$ cat config.mk
export PLATFORM = sky130hd
export DESIGN_NAME = register_file
export DESIGN_NICKNAME = d
export VERILOG_FILES = /design/src/source/isa_pkg.sv /design/src/source/pipe_pkg.sv /design/src/source/register_file.sv
export SDC_FILE = /design/constraint.sdc
export NUM_CORES = 2
export LEC_CHECK = 0
export BUFFER_PORTS_ARGS = -buffer_cell sky130_fd_sc_hd__buf_2
export CORE_MARGIN = 4
export CORE_UTILIZATION = 25
export DETAILED_ROUTE_END_ITERATION = 6
export MAX_ROUTING_LAYER = met4
export PLACE_DENSITY = 0.46
export SLEW_MARGIN = 20
export SYNTH_ARGS = -nofsm -noshare
export SYNTH_HDL_FRONTEND = slang
export SYNTH_SLANG_ARGS = --single-unit
$ cat constraint.sdc
create_clock -name wb_clk -period 1.6 [get_ports wb_clk]
set_clock_uncertainty 0.15 [all_clocks]
set_input_delay 0 -clock wb_clk [delete_from_list [all_inputs] [get_ports wb_clk]]
set_output_delay 0 -clock wb_clk [all_outputs]
set_load 0.02 [all_outputs]
$ cat src/source/isa_pkg.sv
package isa_pkg;

    // Datapath and PC width
    localparam int xlen = 32;

    localparam int reg_addr_width = 5;
    localparam int reg_count = 2 ** reg_addr_width;

    localparam int funct3_width = 3;

    // Width of the one-hot opcode word
    localparam int opcode_width = 11;

    // One-hot opcode bit positions
    localparam int rtype = 0;
    localparam int itype = 1;
    localparam int load = 2;
    localparam int store = 3;
    localparam int branch = 4;
    localparam int jal = 5;
    localparam int jalr = 6;
    localparam int lui = 7;
    localparam int auipc = 8;
    localparam int system = 9;
    localparam int fence = 10;

    // Load and store funct3
    localparam logic [funct3_width-1:0] f3_byte = 3'b000;
    localparam logic [funct3_width-1:0] f3_half = 3'b001;
    localparam logic [funct3_width-1:0] f3_word = 3'b010;
    localparam logic [funct3_width-1:0] f3_byte_u = 3'b100;
    localparam logic [funct3_width-1:0] f3_half_u = 3'b101;

    // Byte lanes in one word
    localparam int byte_lanes = xlen / 8;

endpackage

$ cat src/source/pipe_pkg.sv
package pipe_pkg;

    import isa_pkg::*;

    // Execute to memory bundle
    typedef struct packed {
        logic                      ce;
        logic [opcode_width-1:0]   opcode;
        logic [funct3_width-1:0]   funct;
        logic                      we_rd;
        logic [reg_addr_width-1:0] rd_addr;
        // Address for loads and stores, result otherwise
        logic [xlen-1:0]           alu_result;
        logic [xlen-1:0]           store_data;
        logic [xlen-1:0]           pc;
        logic                      change_pc;
    } ex_mem_t;

    // Memory to write-back bundle
    typedef struct packed {
        logic                      ce;
        logic [opcode_width-1:0]   opcode;
        logic [funct3_width-1:0]   funct;
        logic                      we_rd;
        logic [reg_addr_width-1:0] rd_addr;
        logic [xlen-1:0]           alu_result;
        // Already aligned and extended
        logic [xlen-1:0]           load_data;
        logic [xlen-1:0]           pc;
        logic                      change_pc;
    } mem_wb_t;

    // Retired register write
    typedef struct packed {
        logic                      we;
        logic [reg_addr_width-1:0] addr;
        logic [xlen-1:0]           data;
    } rd_write_t;

endpackage

$ cat src/source/register_file.sv
module register_file
    import isa_pkg::*, pipe_pkg::*;
(
    input  logic                      wb_clk,
    input  logic                      wb_rst,
    input  rd_write_t                 wr,
    input  logic [reg_addr_width-1:0] rs1_addr,
    input  logic [reg_addr_width-1:0] rs2_addr,
    output logic [xlen-1:0]           rs1_data,
    output logic [xlen-1:0]           rs2_data
);

    logic [xlen-1:0] regs [reg_count];

    always_ff @(posedge wb_clk or negedge wb_rst) begin
        if (!wb_rst) begin
            for (int i = 0; i < reg_count; i++) begin
                regs[i] <= '0;
            end
        end
        // x0 is never written
        else if (wr.we && (wr.addr != '0)) begin
            regs[wr.addr] <= wr.data;
        end
    end

    assign rs1_data = regs[rs1_addr];
    assign rs2_data = regs[rs2_addr];

endmodule

# After elaboration in Yosys (flattened, before gate mapping)
# Index checks and enable logic that the tools add are counted.
dict set report word_totals {
  ff_bits 1024
  inputBits 50
}
dict set report op_classes {
  n_mux 9
  n_reduce_logical 3
  bitwise_logic 3
  order_cmp 4
}
# op n
set ops {}
lappend ops {{$bwmux 1024} 1}
lappend ops {{$bmux 32 s5} 2}
lappend ops {{$demux 32 s5} 1}
lappend ops {{$mux 32} 5}
lappend ops {{$ge 6x6->1 const B} 3}
lappend ops {{$not 5->6} 3}
lappend ops {{$lt 6x1->1 const B} 1}
lappend ops {{$reduce_bool 5->1} 1}
lappend ops {{$logic_and 1x1->1} 2}

# Depth between registers and ports, before layout
dict set report logic_depth {
  depth_word 6
  mapped_depth 8
  mapped_depth_nobuf 5
}

# Worst setup path before layout
# OpenSTA, ideal clock, no wires.
dict set report synth_path {
  path_type {input -> output}
  start {input port rs1_addr[1]}
  end {output port rs1_data[11]}
  arrival_time_ns 1.314
  n_path_buf 4
  required_time_ns 1.450
  setup_slack_ns 0.136
  cell_stages 8
  path_cell_list {buf_2 buf_4 buf_2 buf_2 mux2i_1 nand2_1 a31oi_1 nand3_1}
}
dict set report synth_via {
  elab_chain_cells 4
}
# element line
set synth_rtl {}
lappend synth_rtl {{start, declared} register_file.sv:7} ;# input logic [reg_addr_width-1:0] rs1_addr,
lappend synth_rtl {{$not 5->6 (not written as such)} register_file.sv:27} ;# assign rs1_data = regs[rs1_addr];
lappend synth_rtl {{$bmux 32 s5} register_file.sv:27}
lappend synth_rtl {{$mux 32 (not written as such) (2 in series)} register_file.sv:27}
lappend synth_rtl {{end, declared} register_file.sv:9} ;# output logic [xlen-1:0] rs1_data,
# Every way passes these cells. The select of a mux whose other input is x is not followed.

# Worst setup path in the final report
dict set report layout_path {
  start {register regs[776] (netlist bit)}
  end {output port rs2_data[8]}
}
dict set report layout_via {
  elab_chain_cells 3
}
# element line
set layout_rtl {}
lappend layout_rtl {{start, declared} register_file.sv:13} ;# logic [xlen-1:0] regs [reg_count];
lappend layout_rtl {{start signal, assigned by index} register_file.sv:23} ;# regs[wr.addr] <= wr.data;
lappend layout_rtl {{$bmux 32 s5} register_file.sv:28} ;# assign rs2_data = regs[rs2_addr];
lappend layout_rtl {{$mux 32 (not written as such) (2 in series)} register_file.sv:28}
lappend layout_rtl {{end, declared} register_file.sv:10} ;# output logic [xlen-1:0] rs2_data
# Every way passes these cells. The select of a mux whose other input is x is not followed.

==> impl_metrics.env <==
export IMPL_status="finished, violations left"
export IMPL_failed_checks="negative hold slack, negative setup slack"
export IMPL_maxCapViolCount=0
export IMPL_synth_seq_cells=1024
export IMPL_rsz0062_at_grt="yes"
export IMPL_place_congestion=0.805
export IMPL_synth_nets=4651
export IMPL_finalCritPeriodShare=1.51
export IMPL_synth_distinct_cells=28
export IMPL_tritoncts="built"
export IMPL_required_ns=1.45
export IMPL_slew_violations=0
export IMPL_p_leak_nw=32.1
export IMPL_syn2layout_area_growth_pct=24.8
export IMPL_coreArea_sq_um=223000
export IMPL_start_util=0.251
export IMPL_hold_end="regs[861]"
export IMPL_synth_area_leaders="dfrtp_1, mux2_2, mux2i_1, a22oi_1, a22o_1"
export IMPL_post_dp_cell_area_sq_um=63800
export IMPL_gr_usage_all_layers=0.177
export IMPL_clk_pin_slew_ns=0.06
export IMPL_num_vias=39600
export IMPL_critPathMaxFanout=3
export IMPL_tightestPinTransition_ns=0.712
export IMPL_io_pins=114
export IMPL_largest_register_ffs=1024
export IMPL_place_inst=7698
export IMPL_finalWorstSetupSlack_ns=-0.810
export IMPL_grt_max_degree=76
export IMPL_clockBufferDepth=3
export IMPL_avgSynthCellArea_sq_um=12.2
export IMPL_overflow=0
export IMPL_cts_root_buf="clkbuf_16"
export IMPL_wl_mm=203
export IMPL_clkLatencyLatePin_ns=0.74
export IMPL_die_area_sq_um=231000
export IMPL_post_route_util=0.314
export IMPL_cts_inserted_buffers=114
export IMPL_final_antenna_net_count=0
export IMPL_max_vdd_ir_drop_uv=982
export IMPL_r2r_end="regs[853]"
export IMPL_final_common_cell="dfrtp_1"
export IMPL_r2r_start="regs[853]"
export IMPL_reg2reg_depth=2
export IMPL_htreeDepth=3
export IMPL_hold_path_class="input pin to register"
export IMPL_reg_top3="regs x1024"
export IMPL_drt_iter0_drc=2945
export IMPL_drive_gt1_frac=0.384
export IMPL_vias_per_cell=4.98
export IMPL_postSynthCellCount=4601
export IMPL_synth_top_area_cell="dfrtp_1"
export IMPL_nNetsFinal=4922
export IMPL_die_h_um=481
export IMPL_final_hold_violation_count=1
export IMPL_antenna_found_initial=22
export IMPL_whs_ns=-0.0116
export IMPL_hold_path_startpoint="wr[35]"
export IMPL_worst_setup_path_end_kind="output port"
export IMPL_grt_pass1_vias=41100
export IMPL_port_buffers=113
export IMPL_drt_wirelength_per_cell_um=25.5
export IMPL_ys_warn_count=0
export IMPL_timing_fmax_ghz=0.415
export IMPL_synth_seq_area_share=0.458
export IMPL_rows=173
export IMPL_final_cell_mix="dfrtp_1, mux2i_1, mux2_2"
export IMPL_min_period_ns=2.41
export IMPL_crit_path_start_kind="register"
export IMPL_hpwl_mm=132
export IMPL_max_slew_margin=0.525
export IMPL_syn_area_sq_um=55900
export IMPL_route_detailed_drc=0
export IMPL_clock_sinks=1024
export IMPL_synth_top_cell_area_share=0.458
export IMPL_first_pass_iters=5
export IMPL_grt_pass1_wl_mm=294
export IMPL_critical_path_class="register to output port"
export IMPL_setup_viol=280
export IMPL_finalInstanceArea_sq_um=69800
export IMPL_p_per_area_nw_per_um2=1130
export IMPL_largest_register="regs"
export IMPL_instances_no_fill=7947
export IMPL_die_width_um=481
export IMPL_regToRegSetupSlack_ns=0.12
export IMPL_whs_path_depth=7
export IMPL_cp_arrival_ns=2.26
export IMPL_fill_cells=22500
worst max-delay path by stage:
stage / startpoint / endpoint / slack [ns] / cells past startpoint
finish: regs[776] / rs2_data[8] / -0.81 / 7
global placement: rs1_addr[0] / rs1_data[12] / -0.57 / 9
CTS: regs[921] / rs2_data[25] / -0.87 / 7
detailed placement: rs2_addr[0] / rs2_data[0] / -0.55 / 10
floorplan: rs1_addr[1] / rs1_data[11] / 0.14 / 8
global route: regs[780] / rs2_data[12] / -0.90 / 7
per-layer routing:
| layer | part of all wire | global-route usage | up-vias |
|---|---|---|---|
| li1 | - | - | 17600 |
| met1 | 0.47 | 0.240 | 20800 |
| met2 | 0.45 | 0.271 | 966 |
| met3 | 0.047 | 0.0281 | 313 |
| met4 | 0.031 | 0.0504 | 0 |
| met5 | 0 | - | - |
synthesized netlist by cell type:
master / count
nand2_1: 210
or3b_4: 1
and3_1: 1
dfrtp_1: 1024
nor3b_1: 1
mux2_1: 39
nor2_4: 16
a22o_1: 128
buf_6: 48
nor3b_2: 3
mux2_2: 953
nor2b_1: 4
nand3_1: 194
nor2_1: 3
clkbuf_1: 224
and3b_1: 1
and2_1: 2
nor3_1: 65
a31oi_1: 64
a22oi_1: 192
a21oi_1: 192
nand2b_1: 4
nand3b_1: 4
buf_4: 64
buf_1: 26
or2_2: 3
mux2i_1: 1024
buf_2: 111
through the flow:
| step | power (mW) | setup WS [ns] | TNS (ns) |
|---|---|---|---|
| after global placement | 50.5 | -0.570 | -121.06 |
| after floorplan | 44.9 | 0.136 | 0 |
| after detailed placement | 50.9 | -0.548 | -120.25 |
| after global routing | 83.3 | -0.901 | -56.42 |
| final | 79.2 | -0.810 | -50.23 |
| after CTS | 80.0 | -0.875 | -54.28 |
repair_timing:
action                     in CTS  in global routing
setup endpoints to repair      64                767
hold endpoints to repair     2016                555
setup buffers                   3                 11
hold buffers                   44                  7
resized for setup             301                 37
pin swaps                     105                 97
cell type report:
cell class / instances / area [sq um] / share of cell area
tap: 2975 / 3720 / 0.0533
multi-input combinational: 3104 / 29200 / 0.418
timing repair buffer: 628 / 7330 / 0.105
clock buffer: 181 / 3490 / 0.0500
sequential: 1024 / 25600 / 0.367
clock inverter: 29 / 427 / 0.00611
antenna: 6 / 15.0 / 0.000215
power breakdown:
group	switching, mW	internal [mW]
Clock	11.4	16.3
Combinational	7.98	8.92
Sequential	3.75	30.8
cells by family after synthesis:
kind of cell / Yosys count / synth area share
AO/OA/AOI/OAI: 576 / 0.0701
flip-flops: 1024 / 0.458
AND/OR/NAND/NOR: 512 / 0.0439
multiplexers: 2016 / 0.383
buffers and inverters: 473 / 0.0450
critical path: stages (launching register included):
cell,delay [ns]
dfrtp_1,0.40
mux2i_1,0.20
a22o_1,0.19
nor3_1,0.04
a31oi_1,0.25
buf_4,0.20
nand3_4,0.09
buf_6,0.15
(Power assumes the default switching activity.)
