===== src/source/isa_pkg.sv =====
package isa_pkg;

    // Datapath and PC width
    localparam int xlen = 32;

    localparam int reg_addr_width = 5;
    localparam int reg_count = 2 ** reg_addr_width;

    localparam int funct3_width = 3;

    // Width of the one-hot opcode word
    localparam int opcode_width = 11;

    // One-hot opcode bit positions
    localparam int rtype = 0;
    localparam int itype = 1;
    localparam int load = 2;
    localparam int store = 3;
    localparam int branch = 4;
    localparam int jal = 5;
    localparam int jalr = 6;
    localparam int lui = 7;
    localparam int auipc = 8;
    localparam int system = 9;
    localparam int fence = 10;

    // Load and store funct3
    localparam logic [funct3_width-1:0] f3_byte = 3'b000;
    localparam logic [funct3_width-1:0] f3_half = 3'b001;
    localparam logic [funct3_width-1:0] f3_word = 3'b010;
    localparam logic [funct3_width-1:0] f3_byte_u = 3'b100;
    localparam logic [funct3_width-1:0] f3_half_u = 3'b101;

    // Byte lanes in one word
    localparam int byte_lanes = xlen / 8;

endpackage


===== src/source/pipe_pkg.sv =====
package pipe_pkg;

    import isa_pkg::*;

    // Execute to memory bundle
    typedef struct packed {
        logic                      ce;
        logic [opcode_width-1:0]   opcode;
        logic [funct3_width-1:0]   funct;
        logic                      we_rd;
        logic [reg_addr_width-1:0] rd_addr;
        // Address for loads and stores, result otherwise
        logic [xlen-1:0]           alu_result;
        logic [xlen-1:0]           store_data;
        logic [xlen-1:0]           pc;
        logic                      change_pc;
    } ex_mem_t;

    // Memory to write-back bundle
    typedef struct packed {
        logic                      ce;
        logic [opcode_width-1:0]   opcode;
        logic [funct3_width-1:0]   funct;
        logic                      we_rd;
        logic [reg_addr_width-1:0] rd_addr;
        logic [xlen-1:0]           alu_result;
        // Already aligned and extended
        logic [xlen-1:0]           load_data;
        logic [xlen-1:0]           pc;
        logic                      change_pc;
    } mem_wb_t;

    // Retired register write
    typedef struct packed {
        logic                      we;
        logic [reg_addr_width-1:0] addr;
        logic [xlen-1:0]           data;
    } rd_write_t;

endpackage


===== src/source/write_back_stage.sv =====
module write_back_stage
    import isa_pkg::*, pipe_pkg::*;
(
    input  logic            wb_clk,
    input  logic            wb_rst,
    input  logic            stall,
    input  logic            flush,
    input  mem_wb_t         mem_in,
    output rd_write_t       rd_write,
    output logic            retire_ce,
    output logic [xlen-1:0] next_pc,
    output logic            change_pc,
    output logic            flush_out
);

    logic            advance;
    logic            op_alu;
    logic [xlen-1:0] retire_data;

    assign advance = mem_in.ce && !stall;

    // Instructions that retire the ALU result
    assign op_alu = mem_in.opcode[rtype] || mem_in.opcode[itype] ||
                    mem_in.opcode[jal] || mem_in.opcode[jalr] ||
                    mem_in.opcode[lui] || mem_in.opcode[auipc];

    always_comb begin
        if (mem_in.opcode[load]) begin
            retire_data = mem_in.load_data;
        end
        else if (op_alu) begin
            retire_data = mem_in.alu_result;
        end
        else begin
            retire_data = '0;
        end
    end

    always_ff @(posedge wb_clk or negedge wb_rst) begin
        if (!wb_rst) begin
            retire_ce <= 1'b0;
            rd_write <= '0;
            next_pc <= '0;
            change_pc <= 1'b0;
            flush_out <= 1'b0;
        end
        else begin
            // One cycle behind the flush input
            flush_out <= flush;
            if (flush) begin
                retire_ce <= 1'b0;
                rd_write.we <= 1'b0;
                rd_write.addr <= '0;
                rd_write.data <= '0;
                change_pc <= 1'b0;
            end
            else if (advance) begin
                retire_ce <= 1'b1;
                rd_write.we <= mem_in.we_rd;
                rd_write.addr <= mem_in.rd_addr;
                rd_write.data <= retire_data;
                next_pc <= mem_in.pc + xlen'(4);
                change_pc <= mem_in.change_pc;
            end
            else if (stall) begin
                rd_write.data <= '0;
            end
            else begin
                // Nothing arriving from the memory stage
                retire_ce <= 1'b0;
                rd_write.we <= 1'b0;
                rd_write.data <= '0;
                change_pc <= 1'b0;
            end
        end
    end

endmodule


===== config.mk =====
export PLATFORM = sky130hd
export DESIGN_NAME = write_back_stage
export DESIGN_NICKNAME = d
export VERILOG_FILES = /design/src/source/isa_pkg.sv /design/src/source/pipe_pkg.sv /design/src/source/write_back_stage.sv
export SDC_FILE = /design/constraint.sdc
export NUM_CORES = 1
export LEC_CHECK = 0
export BUFFER_PORTS_ARGS = -buffer_cell sky130_fd_sc_hd__buf_2
export CORE_ASPECT_RATIO = 1.2
export CORE_UTILIZATION = 25
export DETAILED_ROUTE_END_ITERATION = 8
export MAX_ROUTING_LAYER = met4
export PLACE_DENSITY = 0.59
export RECOVER_POWER = 25
export SYNTH_ARGS = -nofsm -noshare
export SYNTH_HDL_FRONTEND = slang
export SYNTH_SLANG_ARGS = --single-unit
export TNS_END_PERCENT = 20

===== constraint.sdc =====
create_clock -name wb_clk -period 0.82 [get_ports wb_clk]
set_input_delay 0.164 -clock wb_clk [delete_from_list [all_inputs] [get_ports wb_clk]]
set_output_delay 0.164 -clock wb_clk [all_outputs]
set_load 0.1 [all_outputs]

* Word level (Yosys, flattened, before mapping)
Cells that the tools add are included.
** Word-level totals
- Register bits after elaboration :: 73
- Bits in latches :: 0
- Memory bits (writable) :: 0
- Memory bits (read-only) :: 0
- Output and inout port bits :: 73
- Logic and storage cells :: 30
- Memories :: 0
** Cells by class
- Add/subtract/negate cells :: 1
- Multiply operators :: 0
- Div/mod/pow operators :: 0
- Magnitude comparators :: 0
- Eq/ne operators :: 1
- Shifts and indexed selects :: 0
- Muxes and demuxes :: 11
- Bitwise logic cells :: 1
- Reduce and logical (&&, ||, !) cells :: 9
** Operator list (count)
- two-way mux 32 bit :: 3
- two-way mux 38 bit :: 1
- adder 32 x 3 -> 32 bit, second input constant :: 1
- two-way mux 1 bit :: 6
- logical OR 1 bit :: 5
- two-way mux 5 bit :: 1
- != test 3 x 1 -> 1 bit, second input constant :: 1
- AND reduction 2 bit :: 1
- nonzero test 2 bit :: 1
- logical AND 1 bit :: 1
- logical NOT 1 bit :: 1
- NOT 1 bit :: 1

* Longest topological paths before layout
- Word-level depth :: 9
- Depth in mapped cells :: 7

* Worst setup path before layout
OpenSTA, ideal clock, no wires.
- Kind :: input-to-reg
- Start point :: in mem_in[5] (netlist name)
- End point :: reg next_pc[31]
- Library setup time :: 0.128 ns
- Data arrival time :: 1.369 ns
- Data required time :: 0.692 ns
- Slack :: -0.677 ns
- Stages :: 6
- Path buffers :: 1
- Cells stage by stage :: buf_2 > nand3_2 > or4_4 > nor3_2 > xnor2_1 > o21ai_2
** On the way
- Longest elaborated chain between the ends :: 1
** Ends and longest elaborated chain
- from (decl) :: RTL line write_back_stage.sv:8 : input mem_wb_t mem_in,
- adder 32 x 3 -> 32 bit :: RTL line write_back_stage.sv:62 : next_pc <= mem_in.pc + xlen'(4);
- to (signal assigned) :: RTL line write_back_stage.sv:62
- to (decl) :: RTL line write_back_stage.sv:11 : output logic [xlen-1:0] next_pc,
No other way between the ends.
A chain may end at the register's enable or synchronous reset.

* Final worst setup path
- Start point :: in mem_in[23] (netlist name)
- End point :: reg next_pc[31]
Same word-level chain as after synthesis.

==> reports/qor.yml <==
endpoint_kind: "flop"
crit_required_ns: 1.03
clkSinkCount: 73
wl_mm: 11.4
rows: 47
setup_viol: 96
finalPower_mw: 13.1
vias_per_cell: 4.58
dp_hpwl_mm: 8.89
synth_cell_type_count: 32
n_antenna_cell: 0
grt_pass1_wl_mm: 18.0
grt-ovfl-total: 0
critical_path.cell_chain: "buf_6 -> nand4_1 -> or4_4 -> nor3_4 -> xnor2_1 -> o21ai_2"
crit_fanout: 3
cts_buffer_depth: 2
synthTopCellsByArea: "dfrtp_1 52%, nand2_1 10%, nand3b_1 6.8%"
yosysTopAreaCell: "dfrtp_1"
cts_tree: "yes"
finalHoldViolCount: 0
ir_drop_mv: 1.08
hold_depth: 3
ys_ff_latch: 73
violations: "setup timing"
drt-wirelength-per-cell_um: 14.3
path_clk_slew_ns: 0.06
reg2reg_depth: 3
seq_area_um2: 1850
root_buffer: "clkbuf_16"
fin_ws_ns: -0.290
drc: 0
hold_start: "mem_in[2]"
reg2reg_slack_ns: -0.06
powerDensity_nw_per_um2: 1910
maxCapViolations: 0
yosysSeqAreaShare_pct: 52.0
antenna_found_initial: 0
timing.hold.ws_ns: 0.0486
cp_slowest_stage_delay_ns: 0.58
core_um2: 13800
pre_cts_slack_ns: -0.722
fin_setup_tns_ns: -22.27
synth_top_area_share_pct: 52.0
die_y_um: 132
vias: 3655
grt_usage_pct: 16.4
synthArstFlopShare_pct: 100
ctsHtreeMaxLevel: 3
synth_edf_count: 0
grt_pass1_vias: 3806
worst_slew_pin_slew_ns: 0.412
final_common_cell: "buf_2"
drt_iter0_markers: 164
status: "finished, violations left"
syn-instance-count: 378
cts_buffers: 9
place_congestion: 0.848
grt_start_max_net_pins: 41
initial_utilization_pct: 25.5
numPortBuffers: 187
layout_min_cycle_time_ns: 1.11
p_leak_nw: 3.21
yosysWarnings: 0
synth_area_um2: 3510
critPathLaunchType: "input port"
drtPass1Iterations: 4
hold_end: "next_pc[1]"
ios: 195
fin_skew_ns: 0
slew-limit-headroom_pct: 72.5
syn_area_per_cell_um2: 9.30
slew_violations: 0
cpMaxStageDelayCell: "or4_4"
die_w_um: 110
multiInputGateArea_um2: 1770
drtAntennaViolNets: 0
r2r-end: "change_pc"
fmax_mhz: 901
reg2reg_from: "change_pc"
layout-drive-gt1-share_pct: 51.2
areaGrowthSynthToFinish_pct: 96.0
fill_cells: 1268
worstPathArrival_ns: 1.32
rsz0062_at_grt: "true"
mostFrequentLayoutCells: "94 x buf_2, 93 x nand2_1, 79 x buf_12, 60 x buf_4, 55 x dfrtp_1"
syn_nets: 501
clock_latency_ns: 0.32
criticalPathCategory: "input port to flop"
period_share_pct: 135
fin_nets: 745
die_area_um2: 14500
min_path_type: "input port to flop"
synthFlopType: "dfrtp_1"
-- cell usage after synthesis, types with 2 or more instances --
cell	count
xor2_1	5
nor3_2	2
nor4_1	4
nand4_1	7
a21oi_1	38
and3_1	3
nand2_1	95
nand2b_1	2
xnor2_1	23
inv_1	3
nor4_2	6
o21ai_0	14
clkbuf_1	21
and4_1	2
nor3_1	3
o21ai_1	14
nand3b_1	32
nor2_1	12
dfrtp_1	73
a22oi_1	2
nand3_1	5
buf_2	2
-- power breakdown --
part	total, mW	switching, mW	internal, mW
Combinational	5.20	3.24	1.96
Sequential	4.30	0.348	3.95
Clock	3.63	1.43	2.20
-- state kept, by name, summed over array words and instances (netlist names) --
register,cells
next_pc,32
flush_out,1
change_pc,1
rd_write,38
retire_ce,1
-- stage by stage --
| step | std cells | util (%) | instance area [um2] |
|---|---|---|---|
| 3_3_place_gp | 768 | 45.6 | 6270 |
| 6_report | 798 | 50.1 | 6890 |
| 4_1_cts | 789 | 49.3 | 6780 |
| 5_1_grt | 798 | 50.1 | 6890 |
| 2_1_floorplan | 378 | - | 3660 |
| 3_5_place_dp | 768 | 45.6 | 6270 |
-- worst max path at each step --
stage,cells past startpoint,from,end,slack [ns]
final,6,mem_in[23],next_pc[31],-0.29
after global routing,7,mem_in[18],next_pc[22],-0.34
after CTS,6,mem_in[23],next_pc[31],-0.30
after detailed placement,7,mem_in[13],next_pc[29],-0.72
after global placement,7,mem_in[13],next_pc[29],-0.68
after floorplan,5,mem_in[23],next_pc[31],-0.48
-- layer usage --
layer / global-route usage, % / up-vias / wire length (um)
li1: - / 1771 / -
met1: 16.5 / 1733 / 4170
met2: 30.4 / 132 / 6310
met3: 3.31 / 19 / 657
met4: 6.21 / 0 / 248
met5: - / - / 0
-- cells by family (layout without fill, tap and decap cells) --
family                     count (synthesis)  after routing  synth area share (%)
DFF                                       73             73                  52.0
buffers and inverters                     28            277                  3.28
xor gates and xnor gates                  28             28                  6.98
and+or+nand+nor                          179            179                  27.3
AOI/OAI and AO/OA                         69             69                  10.1
adders and majority gates                  1              1                 0.356
-- worst max-delay path: cells and delay by family --
kind	cells	cell delay (ns)
AND/OR/NAND/NOR	3	0.88
AO/OA/AOI/OAI	1	0.06
buffers and inverters	1	0.07
XOR/XNOR	1	0.15
-- cell type report --
class,instances,share of cell area [%]
clock buffer,13,3.78
inverter,3,0.163
multi-input combinational,277,25.7
timing repair buffer,258,40.2
tap,171,3.11
sequential,73,26.8
clock inverter,3,0.218
-- timing repair --
| action | CTS | global route |
|---|---|---|
| hold buffers | 1 | 0 |
| endpoints found under the setup margin | 99 | 133 |
| pin swaps | 18 | 47 |
| buffers inserted | 4 | 9 |
| hold endpoints to repair | 73 | 0 |
| resized for setup | 30 | 16 |
Power figures use the tool's default switching activity.
